File: src/verilog/bus_pkg.sv
package bus_pkg;

    //////////////////////////////////////////////////
    // Widths
    //////////////////////////////////////////////////

    // Word address into the register memory
    localparam int ADDR_W = 4;

    // Data word carried on both channels
    localparam int DATA_W = 32;

    //////////////////////////////////////////////////
    // Depths
    //////////////////////////////////////////////////

    // One memory word per address
    localparam int MEM_DEPTH = 2 ** ADDR_W;

    // Response FIFO entries between target and master
    localparam int FIFO_DEPTH = 4;

    //////////////////////////////////////////////////
    // Types
    //////////////////////////////////////////////////

    typedef logic [ADDR_W-1:0] addr_t;
    typedef logic [DATA_W-1:0] data_t;

endpackage

File: src/verilog/perf_pkg.sv
package perf_pkg;

    //////////////////////////////////////////////////
    // Counters
    //////////////////////////////////////////////////

    // Wide enough that wrap is rare in practice
    localparam int CNT_W = 32;

    // Counter value that wraps on overflow
    typedef logic [CNT_W-1:0] cnt_t;

endpackage

File: src/verilog/bus_snoop.sv
`timescale 1ns/1ps

module bus_snoop (
    input  logic           clk_i,
    input  logic           rst_ni,
    // Master-side request
    input  logic           req_valid_i,
    input  logic           req_write_i,
    input  bus_pkg::addr_t req_addr_i,
    input  bus_pkg::data_t req_wdata_i,
    output logic           req_ready_o,
    // Target-side request
    output logic           req_valid_o,
    output logic           req_write_o,
    output bus_pkg::addr_t req_addr_o,
    output bus_pkg::data_t req_wdata_o,
    input  logic           req_ready_i,
    // Buffer-side response
    input  logic           rsp_valid_i,
    input  logic           rsp_write_i,
    input  bus_pkg::data_t rsp_rdata_i,
    output logic           rsp_ready_o,
    // Master-side response
    output logic           rsp_valid_o,
    output logic           rsp_write_o,
    output bus_pkg::data_t rsp_rdata_o,
    input  logic           rsp_ready_i,
    // Performance counters
    output perf_pkg::cnt_t req_count_o,
    output perf_pkg::cnt_t done_count_o,
    output perf_pkg::cnt_t stall_count_o
);

    import perf_pkg::*;

    cnt_t req_cnt_q;
    cnt_t done_cnt_q;
    cnt_t stall_cnt_q;

    //////////////////////////////////////////////////
    // Pass-through with no added latency
    //////////////////////////////////////////////////

    assign req_valid_o = req_valid_i;
    assign req_write_o = req_write_i;
    assign req_addr_o  = req_addr_i;
    assign req_wdata_o = req_wdata_i;
    assign req_ready_o = req_ready_i;

    assign rsp_valid_o = rsp_valid_i;
    assign rsp_write_o = rsp_write_i;
    assign rsp_rdata_o = rsp_rdata_i;
    assign rsp_ready_o = rsp_ready_i;

    //////////////////////////////////////////////////
    // Event counters
    //////////////////////////////////////////////////

    // All three wrap, cleared only by reset
    always_ff @(posedge clk_i) begin
        if (rst_ni) begin
            req_cnt_q   <= '0;
            done_cnt_q  <= '0;
            stall_cnt_q <= '0;
        end else begin
            // Request handshake
            if (req_valid_i && req_ready_i) begin
                req_cnt_q <= req_cnt_q + 1'b1;
            end
            // Response handshake
            if (rsp_valid_i && rsp_ready_i) begin
                done_cnt_q <= done_cnt_q + 1'b1;
            end
            // Response waiting on the master
            if (rsp_valid_i && !rsp_ready_i) begin
                stall_cnt_q <= stall_cnt_q + 1'b1;
            end
        end
    end

    assign req_count_o   = req_cnt_q;
    assign done_count_o  = done_cnt_q;
    assign stall_count_o = stall_cnt_q;

    a_valid_pass: assert property (
        @(posedge clk_i) (req_valid_o == req_valid_i) && (rsp_valid_o == rsp_valid_i)
    ) else $error("bus_snoop: forwarded valid differs from input");

endmodule

File: src/verilog/mem_target.sv
`timescale 1ns/1ps

module mem_target (
    input  logic           clk_i,
    input  logic           rst_ni,
    // Request channel from the snoop
    input  logic           req_valid_i,
    input  logic           req_write_i,
    input  bus_pkg::addr_t req_addr_i,
    input  bus_pkg::data_t req_wdata_i,
    output logic           req_ready_o,
    // Response toward the FIFO
    output logic           out_valid_o,
    output logic           out_write_o,
    output bus_pkg::data_t out_rdata_o,
    input  logic           out_ready_i
);

    import bus_pkg::*;

    // Register memory
    data_t mem_q [MEM_DEPTH];

    // One-entry output register
    logic  out_valid_q;
    logic  out_write_q;
    data_t out_rdata_q;

    // Handshakes on both sides
    logic  req_fire;
    logic  out_fire;

    //////////////////////////////////////////////////
    // Handshake logic
    //////////////////////////////////////////////////

    assign out_fire = out_valid_q && out_ready_i;

    // Free slot, or slot draining this cycle
    assign req_ready_o = !out_valid_q || out_ready_i;
    assign req_fire    = req_valid_i && req_ready_o;

    //////////////////////////////////////////////////
    // Memory array
    //////////////////////////////////////////////////

    always_ff @(posedge clk_i) begin
        if (rst_ni) begin
            // Memory starts out all zero
            for (int i = 0; i < MEM_DEPTH; i++) begin
                mem_q[i] <= '0;
            end
        end else if (req_fire && req_write_i) begin
            mem_q[req_addr_i] <= req_wdata_i;
        end
    end

    //////////////////////////////////////////////////
    // Output register
    //////////////////////////////////////////////////

    // Valid flag
    always_ff @(posedge clk_i) begin
        if (rst_ni) begin
            out_valid_q <= 1'b0;
        end else if (req_fire) begin
            out_valid_q <= 1'b1;
        end else if (out_fire) begin
            out_valid_q <= 1'b0;
        end
    end

    // Payload loaded on acceptance
    always_ff @(posedge clk_i) begin
        if (req_fire) begin
            out_write_q <= req_write_i;
            // Write response carries zero data
            out_rdata_q <= req_write_i ? '0 : mem_q[req_addr_i];
        end
    end

    assign out_valid_o = out_valid_q;
    assign out_write_o = out_write_q;
    assign out_rdata_o = out_rdata_q;

    // A held response survives until the FIFO takes it
    a_out_hold: assert property (
        @(posedge clk_i) disable iff (rst_ni)
        (out_valid_q && !out_ready_i)
            |=> (out_valid_q && $stable(out_write_q) && $stable(out_rdata_q))
    ) else $error("mem_target: held response overwritten");

endmodule

File: src/verilog/perf_top.sv
`timescale 1ns/1ps

module perf_top (
    input  logic           clk_i,
    input  logic           rst_ni,
    // Request channel from the master
    input  logic           req_valid_i,
    input  logic           req_write_i,
    input  bus_pkg::addr_t req_addr_i,
    input  bus_pkg::data_t req_wdata_i,
    output logic           req_ready_o,
    // Response channel to the master
    output logic           rsp_valid_o,
    output logic           rsp_write_o,
    output bus_pkg::data_t rsp_rdata_o,
    input  logic           rsp_ready_i,
    // Snoop counters
    output perf_pkg::cnt_t req_count_o,
    output perf_pkg::cnt_t done_count_o,
    output perf_pkg::cnt_t stall_count_o
);

    import bus_pkg::*;

    // Snoop to target
    logic  tgt_req_valid;
    logic  tgt_req_write;
    addr_t tgt_req_addr;
    data_t tgt_req_wdata;
    logic  tgt_req_ready;

    // Target to FIFO with the write flag on top of the data
    logic              out_valid;
    logic              out_write;
    data_t             out_rdata;
    logic              out_ready;
    logic [DATA_W:0]   fifo_wr_data;

    // FIFO to snoop
    logic              fifo_rd_valid;
    logic [DATA_W:0]   fifo_rd_data;
    logic              fifo_rd_ready;

    assign fifo_wr_data = {out_write, out_rdata};

    bus_snoop bus_snoop_i (
        .clk_i, .rst_ni,
        .req_valid_i, .req_write_i, .req_addr_i, .req_wdata_i, .req_ready_o,
        .req_valid_o (tgt_req_valid), .req_write_o (tgt_req_write),
        .req_addr_o  (tgt_req_addr),  .req_wdata_o (tgt_req_wdata),
        .req_ready_i (tgt_req_ready),
        .rsp_valid_i (fifo_rd_valid), .rsp_write_i (fifo_rd_data[DATA_W]),
        .rsp_rdata_i (fifo_rd_data[DATA_W-1:0]), .rsp_ready_o (fifo_rd_ready),
        .rsp_valid_o, .rsp_write_o, .rsp_rdata_o, .rsp_ready_i,
        .req_count_o, .done_count_o, .stall_count_o
    );

    mem_target mem_target_i (
        .clk_i, .rst_ni,
        .req_valid_i (tgt_req_valid), .req_write_i (tgt_req_write),
        .req_addr_i  (tgt_req_addr),  .req_wdata_i (tgt_req_wdata),
        .req_ready_o (tgt_req_ready),
        .out_valid_o (out_valid), .out_write_o (out_write),
        .out_rdata_o (out_rdata), .out_ready_i (out_ready)
    );

    // Response buffer toward the master
    resp_fifo #(.DEPTH(FIFO_DEPTH), .WIDTH(DATA_W + 1)) resp_fifo_i (
        .clk_i, .rst_ni,
        .wr_valid_i (out_valid),     .wr_data_i (fifo_wr_data), .wr_ready_o (out_ready),
        .rd_valid_o (fifo_rd_valid), .rd_data_o (fifo_rd_data), .rd_ready_i (fifo_rd_ready)
    );

endmodule

File: src/verilog/resp_fifo.sv
`timescale 1ns/1ps

module resp_fifo #(
    parameter int DEPTH = 4,
    parameter int WIDTH = 33
) (
    input  logic             clk_i,
    input  logic             rst_ni,
    // Write side
    input  logic             wr_valid_i,
    input  logic [WIDTH-1:0] wr_data_i,
    output logic             wr_ready_o,
    // Read side
    output logic             rd_valid_o,
    output logic [WIDTH-1:0] rd_data_o,
    input  logic             rd_ready_i
);

    // Pointer and occupancy widths
    localparam int PTR_W = (DEPTH > 1) ? $clog2(DEPTH) : 1;
    localparam int CNT_W = $clog2(DEPTH + 1);
    localparam logic [CNT_W-1:0] FULL_CNT = CNT_W'(DEPTH);
    localparam logic [PTR_W-1:0] LAST_PTR = PTR_W'(DEPTH - 1);

    // Entry storage
    logic [WIDTH-1:0] buf_q [DEPTH];

    logic [PTR_W-1:0] wr_ptr_q;
    logic [PTR_W-1:0] rd_ptr_q;
    logic [CNT_W-1:0] count_q;

    logic full;
    logic wr_fire;
    logic rd_fire;

    //////////////////////////////////////////////////
    // Status and handshakes
    //////////////////////////////////////////////////

    assign full       = (count_q == FULL_CNT);
    assign rd_valid_o = (count_q != '0);
    assign rd_data_o  = buf_q[rd_ptr_q];

    // When full, a read this cycle frees the slot
    assign wr_ready_o = !full || rd_ready_i;
    assign wr_fire    = wr_valid_i && wr_ready_o;
    assign rd_fire    = rd_valid_o && rd_ready_i;

    //////////////////////////////////////////////////
    // Pointers and occupancy
    //////////////////////////////////////////////////

    always_ff @(posedge clk_i) begin
        if (rst_ni) begin
            wr_ptr_q <= '0;
            rd_ptr_q <= '0;
            count_q  <= '0;
        end else begin
            // Pointers wrap at DEPTH rather than at a power of two
            if (wr_fire) begin
                wr_ptr_q <= (wr_ptr_q == LAST_PTR) ? '0 : wr_ptr_q + 1'b1;
            end
            if (rd_fire) begin
                rd_ptr_q <= (rd_ptr_q == LAST_PTR) ? '0 : rd_ptr_q + 1'b1;
            end
            // Simultaneous push and pop leaves count as is
            if (wr_fire && !rd_fire) begin
                count_q <= count_q + 1'b1;
            end else if (rd_fire && !wr_fire) begin
                count_q <= count_q - 1'b1;
            end
        end
    end

    // Entry write
    always_ff @(posedge clk_i) begin
        if (wr_fire) begin
            buf_q[wr_ptr_q] <= wr_data_i;
        end
    end

    a_count_max: assert property (
        @(posedge clk_i) disable iff (rst_ni) count_q <= FULL_CNT
    ) else $error("resp_fifo: occupancy above DEPTH");

    // Head entry frozen while the reader stalls
    a_rd_stable: assert property (
        @(posedge clk_i) disable iff (rst_ni)
        (rd_valid_o && !rd_ready_i) |=> (rd_valid_o && $stable(rd_data_o))
    ) else $error("resp_fifo: head changed under stall");

endmodule
File: config.mk
export PLATFORM = sky130hd
export DESIGN_NAME = perf_top
export DESIGN_NICKNAME = d
export VERILOG_FILES = /design/src/verilog/bus_pkg.sv /design/src/verilog/perf_pkg.sv /design/src/verilog/bus_snoop.sv /design/src/verilog/mem_target.sv /design/src/verilog/perf_top.sv /design/src/verilog/resp_fifo.sv
export SDC_FILE = /design/constraint.sdc
export NUM_CORES = 1
export LEC_CHECK = 0
export ABC_CLOCK_PERIOD_IN_PS = 7400
export BUFFER_PORTS_ARGS = -buffer_cell sky130_fd_sc_hd__clkbuf_2
export CAP_MARGIN = 20
export CORE_ASPECT_RATIO = 2
export CORE_MARGIN = 2
export CORE_UTILIZATION = 32
export DETAILED_ROUTE_END_ITERATION = 8
export PLACE_DENSITY_LB_ADDON = 0.2
export SLEW_MARGIN = 20
export SYNTH_ARGS = -nofsm -noshare
export SYNTH_HDL_FRONTEND = slang
export SYNTH_SLANG_ARGS = --single-unit
File: constraint.sdc
create_clock -name clk_i -period 7.4 [get_ports clk_i]
set_input_delay 0.74 -clock clk_i [delete_from_list [all_inputs] [get_ports clk_i]]
set_output_delay 0.74 -clock clk_i [all_outputs]
set_load 0.1 [all_outputs]
==> flow_results.org, run 1 <==
** STA
- Setup violations remaining at the end of the flow were counted as 0.
- For the finished layout, the period the worst path requires is 3270 ps.
- Pin slew with the least headroom to its limit :: roughly 1100 ps
- The worst path meets setup with 4130 ps of slack.
- Static timing analysis puts the maximum clock frequency at roughly 0.3 GHz.
- Setup repair after global routing left no endpoint under its margin.
- Tightest slew margin relative to the limit :: 29.0%
- The count of pins over their slew limit was 0.
- Final hold violation count :: 0
- The final critical path takes up 44.2% of the cycle.
- Setup total negative slack :: 0 ps
- Worst clock skew :: 27.5 ps

** Hold path
- Hold endpoint :: mem_target_i.out_write_o
- Hold/Removal Path Class :: input pin to flip-flop
- Counting instances, the worst hold path has a depth of 1.
- The worst hold path begins at req_write_i.

** Drt
- The routed layout has ~18000 vias.
- Antenna violation net count after detailed routing :: 0
- The routed design has 84.1 mm of wire.
- Before antenna repair, the detailed router went through 7 iterations.
- Dividing the detail-routed via count by the number of cells gives about 4.9.
- Detail-routed net length per standard cell :: 22.5 um
- Residual DRC count :: 0
- Drt first-iter violations :: 1143

** Pwr
- Dividing total power by cell area gives a power density of 271 mW/mm^2.
- Across the VDD grid, the largest voltage drop is between 0.15 and 0.2 mV.
- The analysis attributes to cell leakage a power of around 14 nW.
- Total power of the final layout :: about 10 mW

** Logic synthesis
- Synthesis-stage register bit count :: 783
- Multiplexer share of the synthesized area :: between 10 and 15%
- In the synthesized netlist the async set-or-reset flop fraction comes to 0%.
- After synthesis, the largest family of logic cells by area is simple AND/OR/NAND/NOR gates.
- Of the total synthesized cell area, the portion taken by XOR and XNOR cells is under 10%.
- Of the synthesized area, sequential elements account for 66.5%.
- Total of warnings raised by yosys :: 0
- Syn Area/Cell :: 15.4 um^2
- Synthesis produced a netlist with a net count of 2247.
- Dominant synthesized flop cell :: sky130_fd_sc_hd__edfxtp_1
- Number of enable-type register cells in the synthesized netlist :: 677
- Of the total synthesized cell area, the portion taken by full adders, half adders and majority gates is 0.393%.
- Number of instances in the synthesized netlist :: roughly 2200
- Cell variety after synth :: 50
- Synth Area in Compound Gates :: 1.17%
- Share of synthesized cell area in and, or, nand and nor gates :: 14.9%
- The cell area that synthesis handed to floorplanning was 0.0338 mm^2.

** CTS
- The tree is rooted in a sky130_fd_sc_hd__clkbuf_16.
- Post-CTS timing repair inserted 0 buffers for setup.
- Sink count of the clock tree :: 783
- After clock tree synthesis, the clock-pin slew on the worst setup and hold paths is ~60 ps.
- The H-tree was split into 3 levels.
- Number of buffers created by CTS :: 73
- The later pin in the worst-skew pair is clocked with a latency of 650 ps.
- Max Root-Sink Buffers :: 3
- TritonCTS clock tree :: built
- Count of cells resized by post-cts repair :: 0
- Number of buffers inserted for hold repair after clock tree synthesis :: 0

** GRT
- Summed over all layers, the global routing overflow is 0.
- Global-route wire length before repair :: 126 mm
- Initial antenna violation count :: 9
- Entering global routing, the biggest net connects 88 pins.
- Global router's overall resource usage :: 15.7%
- Vias in the first global route :: 19800

** Cells and area
- The sequential cells in the finished layout cover a total of 0.0225 mm^2.
- In the final layout, the share of cells above drive strength 1 is 22.0%.
- Area of the multi-input gates :: roughly 0.011 mm^2
- The top cell types in the final layout, fill and taps aside, are sky130_fd_sc_hd__edfxtp_1 (677), sky130_fd_sc_hd__and2_1 (515), sky130_fd_sc_hd__clkbuf_2 (167), sky130_fd_sc_hd__mux4_2 (161), sky130_fd_sc_hd__nor2_1 (106).
- Area added between synthesis and finish :: 14.0%
- Final-stage net count :: about 2400
- Commonest non-fill, non-tap cell in the layout :: sky130_fd_sc_hd__edfxtp_1
- Number of fill cells :: 9842

** Outcome
- The run finished with clean final reports.

** Critical path
- In this run the register-to-register setup slack is 4150 ps.
- CP delay by family, top :: buffers and inverters
- Kind of critical path :: flip-flop to primary output
- Together, buffers and inverters on the worst path number 2.
- Along the worst path, the maximum fanout reaches 33.
- Worst flop-to-flop path endpoint :: mem_target_i.mem_q[6][4]
- Traced cell by cell, the critical path runs through buf_4, mux4_2, clkbuf_2.
- Data required time of the worst path :: 6660 ps
- Measured in cells, the most critical reg-to-reg path has a length of 7.
- The critical path crosses 3 cells after its start point.
- The worst setup path is launched from a flip-flop.
- Data on the critical path arrives at its endpoint at roughly 2500 ps.
- STA classifies the critical path endpoint as a primary output.
- Largest stage delay on the critical path :: around 600 ps
- Reg-to-Reg Start :: resp_fifo_i.count_q[0]
- Slowest-stage cell, CP :: sky130_fd_sc_hd__mux4_2

** Run
- MaxCap Viol Count :: 0

** Floorplan
- The core region is 0.105 mm^2.
- Die area :: ~0.11 mm^2
- Once the floorplan was initialized, standard cells occupied 32.3% of the core.
- 172 I/O pins were placed.
- The floorplan has ~170 rows.
- Height of the die :: 463 um
- Die boundary width :: approximately 230 um

** Place
- Estimated wirelength of the detail-placed design :: between 50 and 60 mm
- The congestion estimate from routability-driven global placement came to 0.771.
- Post-place setup slack :: 3520 ps
- During placement, the flow inserted port buffers numbering 171.
[synth_stat cells, drive strengths merged, types with 3 or more instances]
cell type / number / area (um^2)
clkbuf: 120 / 453
nor2b: 4 / 25.0
o21ai: 10 / 50.1
dfxtp: 106 / 2120
nand4: 26 / 184
or2: 18 / 113
buf: 40 / 199
inv: 20 / 75.1
nor3: 35 / 185
nand3: 32 / 160
nand2b: 4 / 25.0
or3: 12 / 75.1
o22ai: 32 / 200
xnor2: 56 / 490
nand2: 37 / 141
a21oi: 18 / 90.1
mux4: 161 / 3630
and4: 12 / 105
nor4: 25 / 208
and2: 515 / 3220
nor2: 107 / 402
xor2: 28 / 245
and3: 9 / 56.3
edfxtp: 677 / 20300
nand3b: 3 / 22.5
mux2i: 66 / 661
ha: 9 / 113
[cell type report]
class	count	area share [%]
Antenna cell	5	0.0325
Sequential cell	783	58.3
Clock buffer	90	5.08
Tap cell	1360	4.42
Timing Repair Buffer	200	2.86
Clock inverter	41	1.34
Inverter	20	0.195
Multi-Input combinational cell	1233	27.8
[power breakdown]
part           switching [mW]  total (mW)  internal (mW)
clock network            1.68        3.98           2.30
registers              0.0825        5.06           4.98
logic                    1.04        1.39          0.343
total                    2.80        10.4           7.62
[sequential cells by signal (all words and copies together), names as in the netlist, named ones only]
name and cells:
mem_target_i.mem_q 512, resp_fifo_i.buf_q 132, bus_snoop_i.done_count_o 32, bus_snoop_i.req_count_o 32, bus_snoop_i.stall_count_o 32, mem_target_i.out_rdata_o 32, resp_fifo_i.count_q 3, resp_fifo_i.rd_ptr_q 2
resp_fifo_i.wr_ptr_q 2, mem_target_i.out_valid_o 1, mem_target_i.out_write_o 1
[kinds of logic (layout without fill, tap and decap cells)]
logic type	count (synthesis)	count (layout)
other	0	5
AOI/OAI and AO/OA	63	63
xor gates and xnor gates	84	84
and+or+nand+nor	848	848
buffers and inverters	180	351
muxes	228	228
adders and majority gates	10	10
DFF	783	783
[through the flow]
| stage | hold WS, ps | util (%) | std cells | area [um^2] |
|---|---|---|---|---|
| after floorplan | 454 | - | 2196 | 33800 |
| after global routing | 347 | 36.8 | 3728 | 38500 |
| after CTS | 316 | 36.8 | 3727 | 38500 |
| after detailed placement | 480 | 34.4 | 3596 | 36000 |
| final | 375 | 36.8 | 3732 | 38500 |
| after global placement | 464 | 34.4 | 3595 | 36000 |
[how the worst max path moves through the flow]
stage | from | end
after global routing | resp_fifo_i.count_q[0] | mem_target_i.mem_q[6][4]
final | flip-flop | rsp_rdata_o[7]
after global placement | rsp_ready_i | mem_target_i.mem_q[6][5]
after detailed placement | req_addr_i[1] | mem_target_i.mem_q[11][11]
after CTS | flip-flop | rsp_rdata_o[4]
after floorplan | rsp_ready_i | mem_target_i.mem_q[6][0]
[per-layer routing]
layer | vias to the layer above | GRT usage [%] | part of all wire [%]
met3 | 106 | 3.19 | 4.7
met5 | - | 0 | 0.081
li1 | 8333 | - | -
met2 | 390 | 30.2 | 56
met1 | 9480 | 17.0 | 37
met4 | 10 | 4.30 | 2.1
(Power assumes the default switching activity.)
==> inputs of run 2 (changes only) <==
Settings changed: ABC_CLOCK_PERIOD_IN_PS 7400 to 3200.
Clock period 7.4 ns to 3.2 ns, I/O delays scaled along.
==> run 2 against run 1 <==
  * Sequential cell count unchanged
  * Via count up 1.5%
  * Power is 130% higher
  * Final cell count grew 0.38%
  * Clock power is 110% higher
  * Global-route usage rose by 1.4 points
  * Clock-buffer cell count up 3
  * Die area unchanged
  * Largest cell class unchanged
==> flow_results.org, run 2 (same netlist as run 1, synthesis figures left out) <==
** Drt
- The vias per cell was 4.96 (+1.1%).
- The met3 wirelength from detailed routing is 4.59 mm (+16%).
- The number of iterations in the first detailed-routing pass is 4 (-3).
- The aggregate routed wire length came to 92.2 mm (+9.6%).
- The count of routing violations after the opening detailed-route iteration was 1262 (+10%).
- The via count is 18600 (+1.5%).
- Signal routing reaches up to met5.
- The number of nets with antenna violations after detailed routing came to 0 (unchanged).
- Residual DRC count :: 0 (unchanged)
- Detail-routed net length per standard cell :: 24.6 um (+9.2%)
- The routed length on met2 came to 52.0 mm (+11%).
- Total routed wire length on the met1 layer :: 32.8 mm (+4.7%)

** Critical path
- Nature of the critical path startpoint :: flip-flop
- Kind of critical path :: flip-flop to primary output
- The maximum fanout encountered on the critical timing path came to 22 (-33%).
- Data required time of the worst path :: 2880 ps (-3780 ps)
- STA classifies the critical path endpoint as a primary output.
- Arrival time reported for the critical path endpoint :: 2560 ps (+30 ps)

** Pwr
- Fraction of power consumed by combinational cells :: 14.0% (+0.7 points)
- Relative contribution of sequential cells to total power :: 49.8% (+1.3 points)
- Net load switching power :: 6.52 mW (+130%)
- The internal power was 17.1 mW (+120%).
- The leakage power figure came to 13.6 nW (about the same).
- Switching share of power :: 27.7% (+0.77 points)
- Total power of the final layout :: 23.6 mW (+130%)
- The worst ir drop on vdd came to 0.306 mV (+99%).
- The clock network power share came to 36.2% (-1.9 points).
- Power density over the cells :: 612 mW/mm^2 (+130%)

** Cells and area
- Leaving out fill and tap cells, the most frequent cells in the layout are sky130_fd_sc_hd__edfxtp_1 (677), sky130_fd_sc_hd__and2_1 (515), sky130_fd_sc_hd__clkbuf_2 (167), sky130_fd_sc_hd__mux4_2 (161), sky130_fd_sc_hd__nor2_1 (106).
- The final cell area excluding filler cells was 0.0385 mm^2 (about the same).
- In the final layout, the registers with the most flip-flops are mem_target_i.mem_q: 512 flops, resp_fifo_i.buf_q: 132 flops.
- The number of filler cells placed in the layout was 9855 (+0.13%).
- The flip-flop count of the largest register, all copies and words added is 512 (unchanged).
- Leaving out fill and tap cells, the most frequent cell in the layout is sky130_fd_sc_hd__edfxtp_1.
- Final-stage net count :: 2378 (+0.68%)
- The fraction of layout instances using a drive strength above 1 was 22.1% (+0.090 points).
- Counting flops per register, the top entry is mem_target_i.mem_q.
- The post-synthesis to final-layout area growth is 14.0% (about the same).
- The post-layout utilization of the core came to 36.8% (about the same).

** Floorplan
- Initial standard-cell utilization of the core :: 32.3% (unchanged)
- Height of the die :: 463 um (unchanged)
- The area of the core region is 0.105 mm^2 (unchanged).
- The overall die area was 0.108 mm^2 (unchanged).
- Die boundary width :: 234 um (unchanged)
- The row count was 168 (unchanged).
- I/O pin total :: 172 (unchanged)

** STA
- Final hold violation count :: 0 (unchanged)
- Final setup viols :: 0 (unchanged)
- Setup total negative slack :: 0 ps (unchanged)
- The worst path needs 2880 ps of the cycle, external delays included.
- Max Clock Freq :: 0.348 GHz
- Worst clock skew :: 27.2 ps (-0.263 ps)
- Tightest slew margin relative to the limit :: 20.3% (-8.7 points)
- Of the available clock period, the critical path in the final layout requires 89.9%.
- Final-report max-slew violation count :: 0 (unchanged)
- Setup repair after global routing left no endpoint under its margin.
- The slew at the pin closest to its max-slew limit came to 1200 ps (+130 ps).

** CTS
- TritonCTS clock tree :: built
- The buffer levels on the longest clock path was 3 (unchanged).
- The number of H-tree levels came to 3 (unchanged).
- The number of clock buffers inserted by TritonCTS is 73 (unchanged).
- The later-pin clock latency in the skew report was 650 ps (about the same).
- Count of cells resized by post-cts repair :: 0 (unchanged)
- The post-CTS setup buffer count came to 0 (unchanged).
- The clock net sink count is 783 (unchanged).
- Clock slew at reported path FFs :: 70 ps (about the same)
- Clock tree synthesis selected as its root buffer the cell sky130_fd_sc_hd__clkbuf_16.
- Number of buffers inserted for hold repair after clock tree synthesis :: 2 (+2)

** GRT
- The wire length of the first global-routing pass is 135 mm (+7.2%).
- The initial antenna violation count came to 6 (-3).
- The number of global-route vias before repair is 20300 (+2.7%).
- The pin count of the biggest net entering global routing is 63 (-28%).
- Remaining global-route overflow :: 0 (unchanged)
- The total routing resource utilization after global routing came to 17.1% (+1.4 points).

** Place
- Quantity of I/O buffers inserted on ports :: 171 (unchanged)
- The total cell area at the placement stage is 0.0362 mm^2 (+0.50%).
- Estimated wirelength of the detail-placed design :: 59.3 mm (+9.3%)
- Final RePlAce weighted congestion :: 0.776 (+0.65%)

** Outcome
- The flow ran to the end, and the final reports show no timing, DRC or antenna violations.

** Run
- MaxCap Viol Count :: 0 (unchanged)

** Hold path
- The tightest min-delay check is of the input pin to flip-flop type.
run 2: layer usage:
| metal | track usage (%) | vias to the layer above |
|---|---|---|
| met4 | 6.08 | 2 |
| met2 | 33.4 | 477 |
| met5 | 0 | - |
| li1 | - | 8357 |
| met1 | 17.9 | 9603 |
| met3 | 3.08 | 151 |
run 2: power by group through the flow:
stage	logic [mW]	registers [mW]	clock network [mW]
after floorplan	2.40	12.0	0
after global placement	3.33	12.0	0
after detailed placement	3.37	12.0	0
after CTS	3.38	11.8	8.76
after global routing	3.47	11.8	9.10
final	3.30	11.8	8.53
run 2: metrics by stage:
step / worst slack, ps / std cells / hold slack, ps
floorplan: 177 / 2196 / 419
global placement: 266 / 3608 / 462
detailed placement: 363 / 3609 / 479
CTS: 176 / 3739 / 55.1
global route: 176 / 3741 / 108
finish: 324 / 3746 / 106
run 2: cell type report:
class                      count  area, um^2  share of cell area [%]
sequential                   783       22500                    58.3
inverter                      20        75.1                   0.195
tap                         1360        1700                    4.42
multi-input combinational   1233       10700                    27.8
clock buffer                  93        1990                    5.16
antenna                        6        15.0                  0.0390
clock inverter                35         267                   0.692
timing repair buffer         216        1310                    3.39
run 2: final timing paths:
kind | cells after the start | from | slack [ps] | to
worst max register to register | 6 | resp_fifo_i.count_q[0] | 580 | mem_target_i.mem_q[0][24]
worst min register to register | 2 | bus_snoop_i.stall_count_o[31] | 490 | bus_snoop_i.stall_count_o[31]
worst max-delay path | 3 | flip-flop | 320 | rsp_rdata_o[17]
worst min-delay path | 3 | rsp_ready_i | 110 | bus_snoop_i.done_count_o[1]
run 2: worst max-delay path, cell delays in order, from the launching register on:
cell	delay (ps)
sky130_fd_sc_hd__dfxtp_2	640
sky130_fd_sc_hd__buf_12	270
sky130_fd_sc_hd__mux4_2	560
sky130_fd_sc_hd__clkbuf_2	400
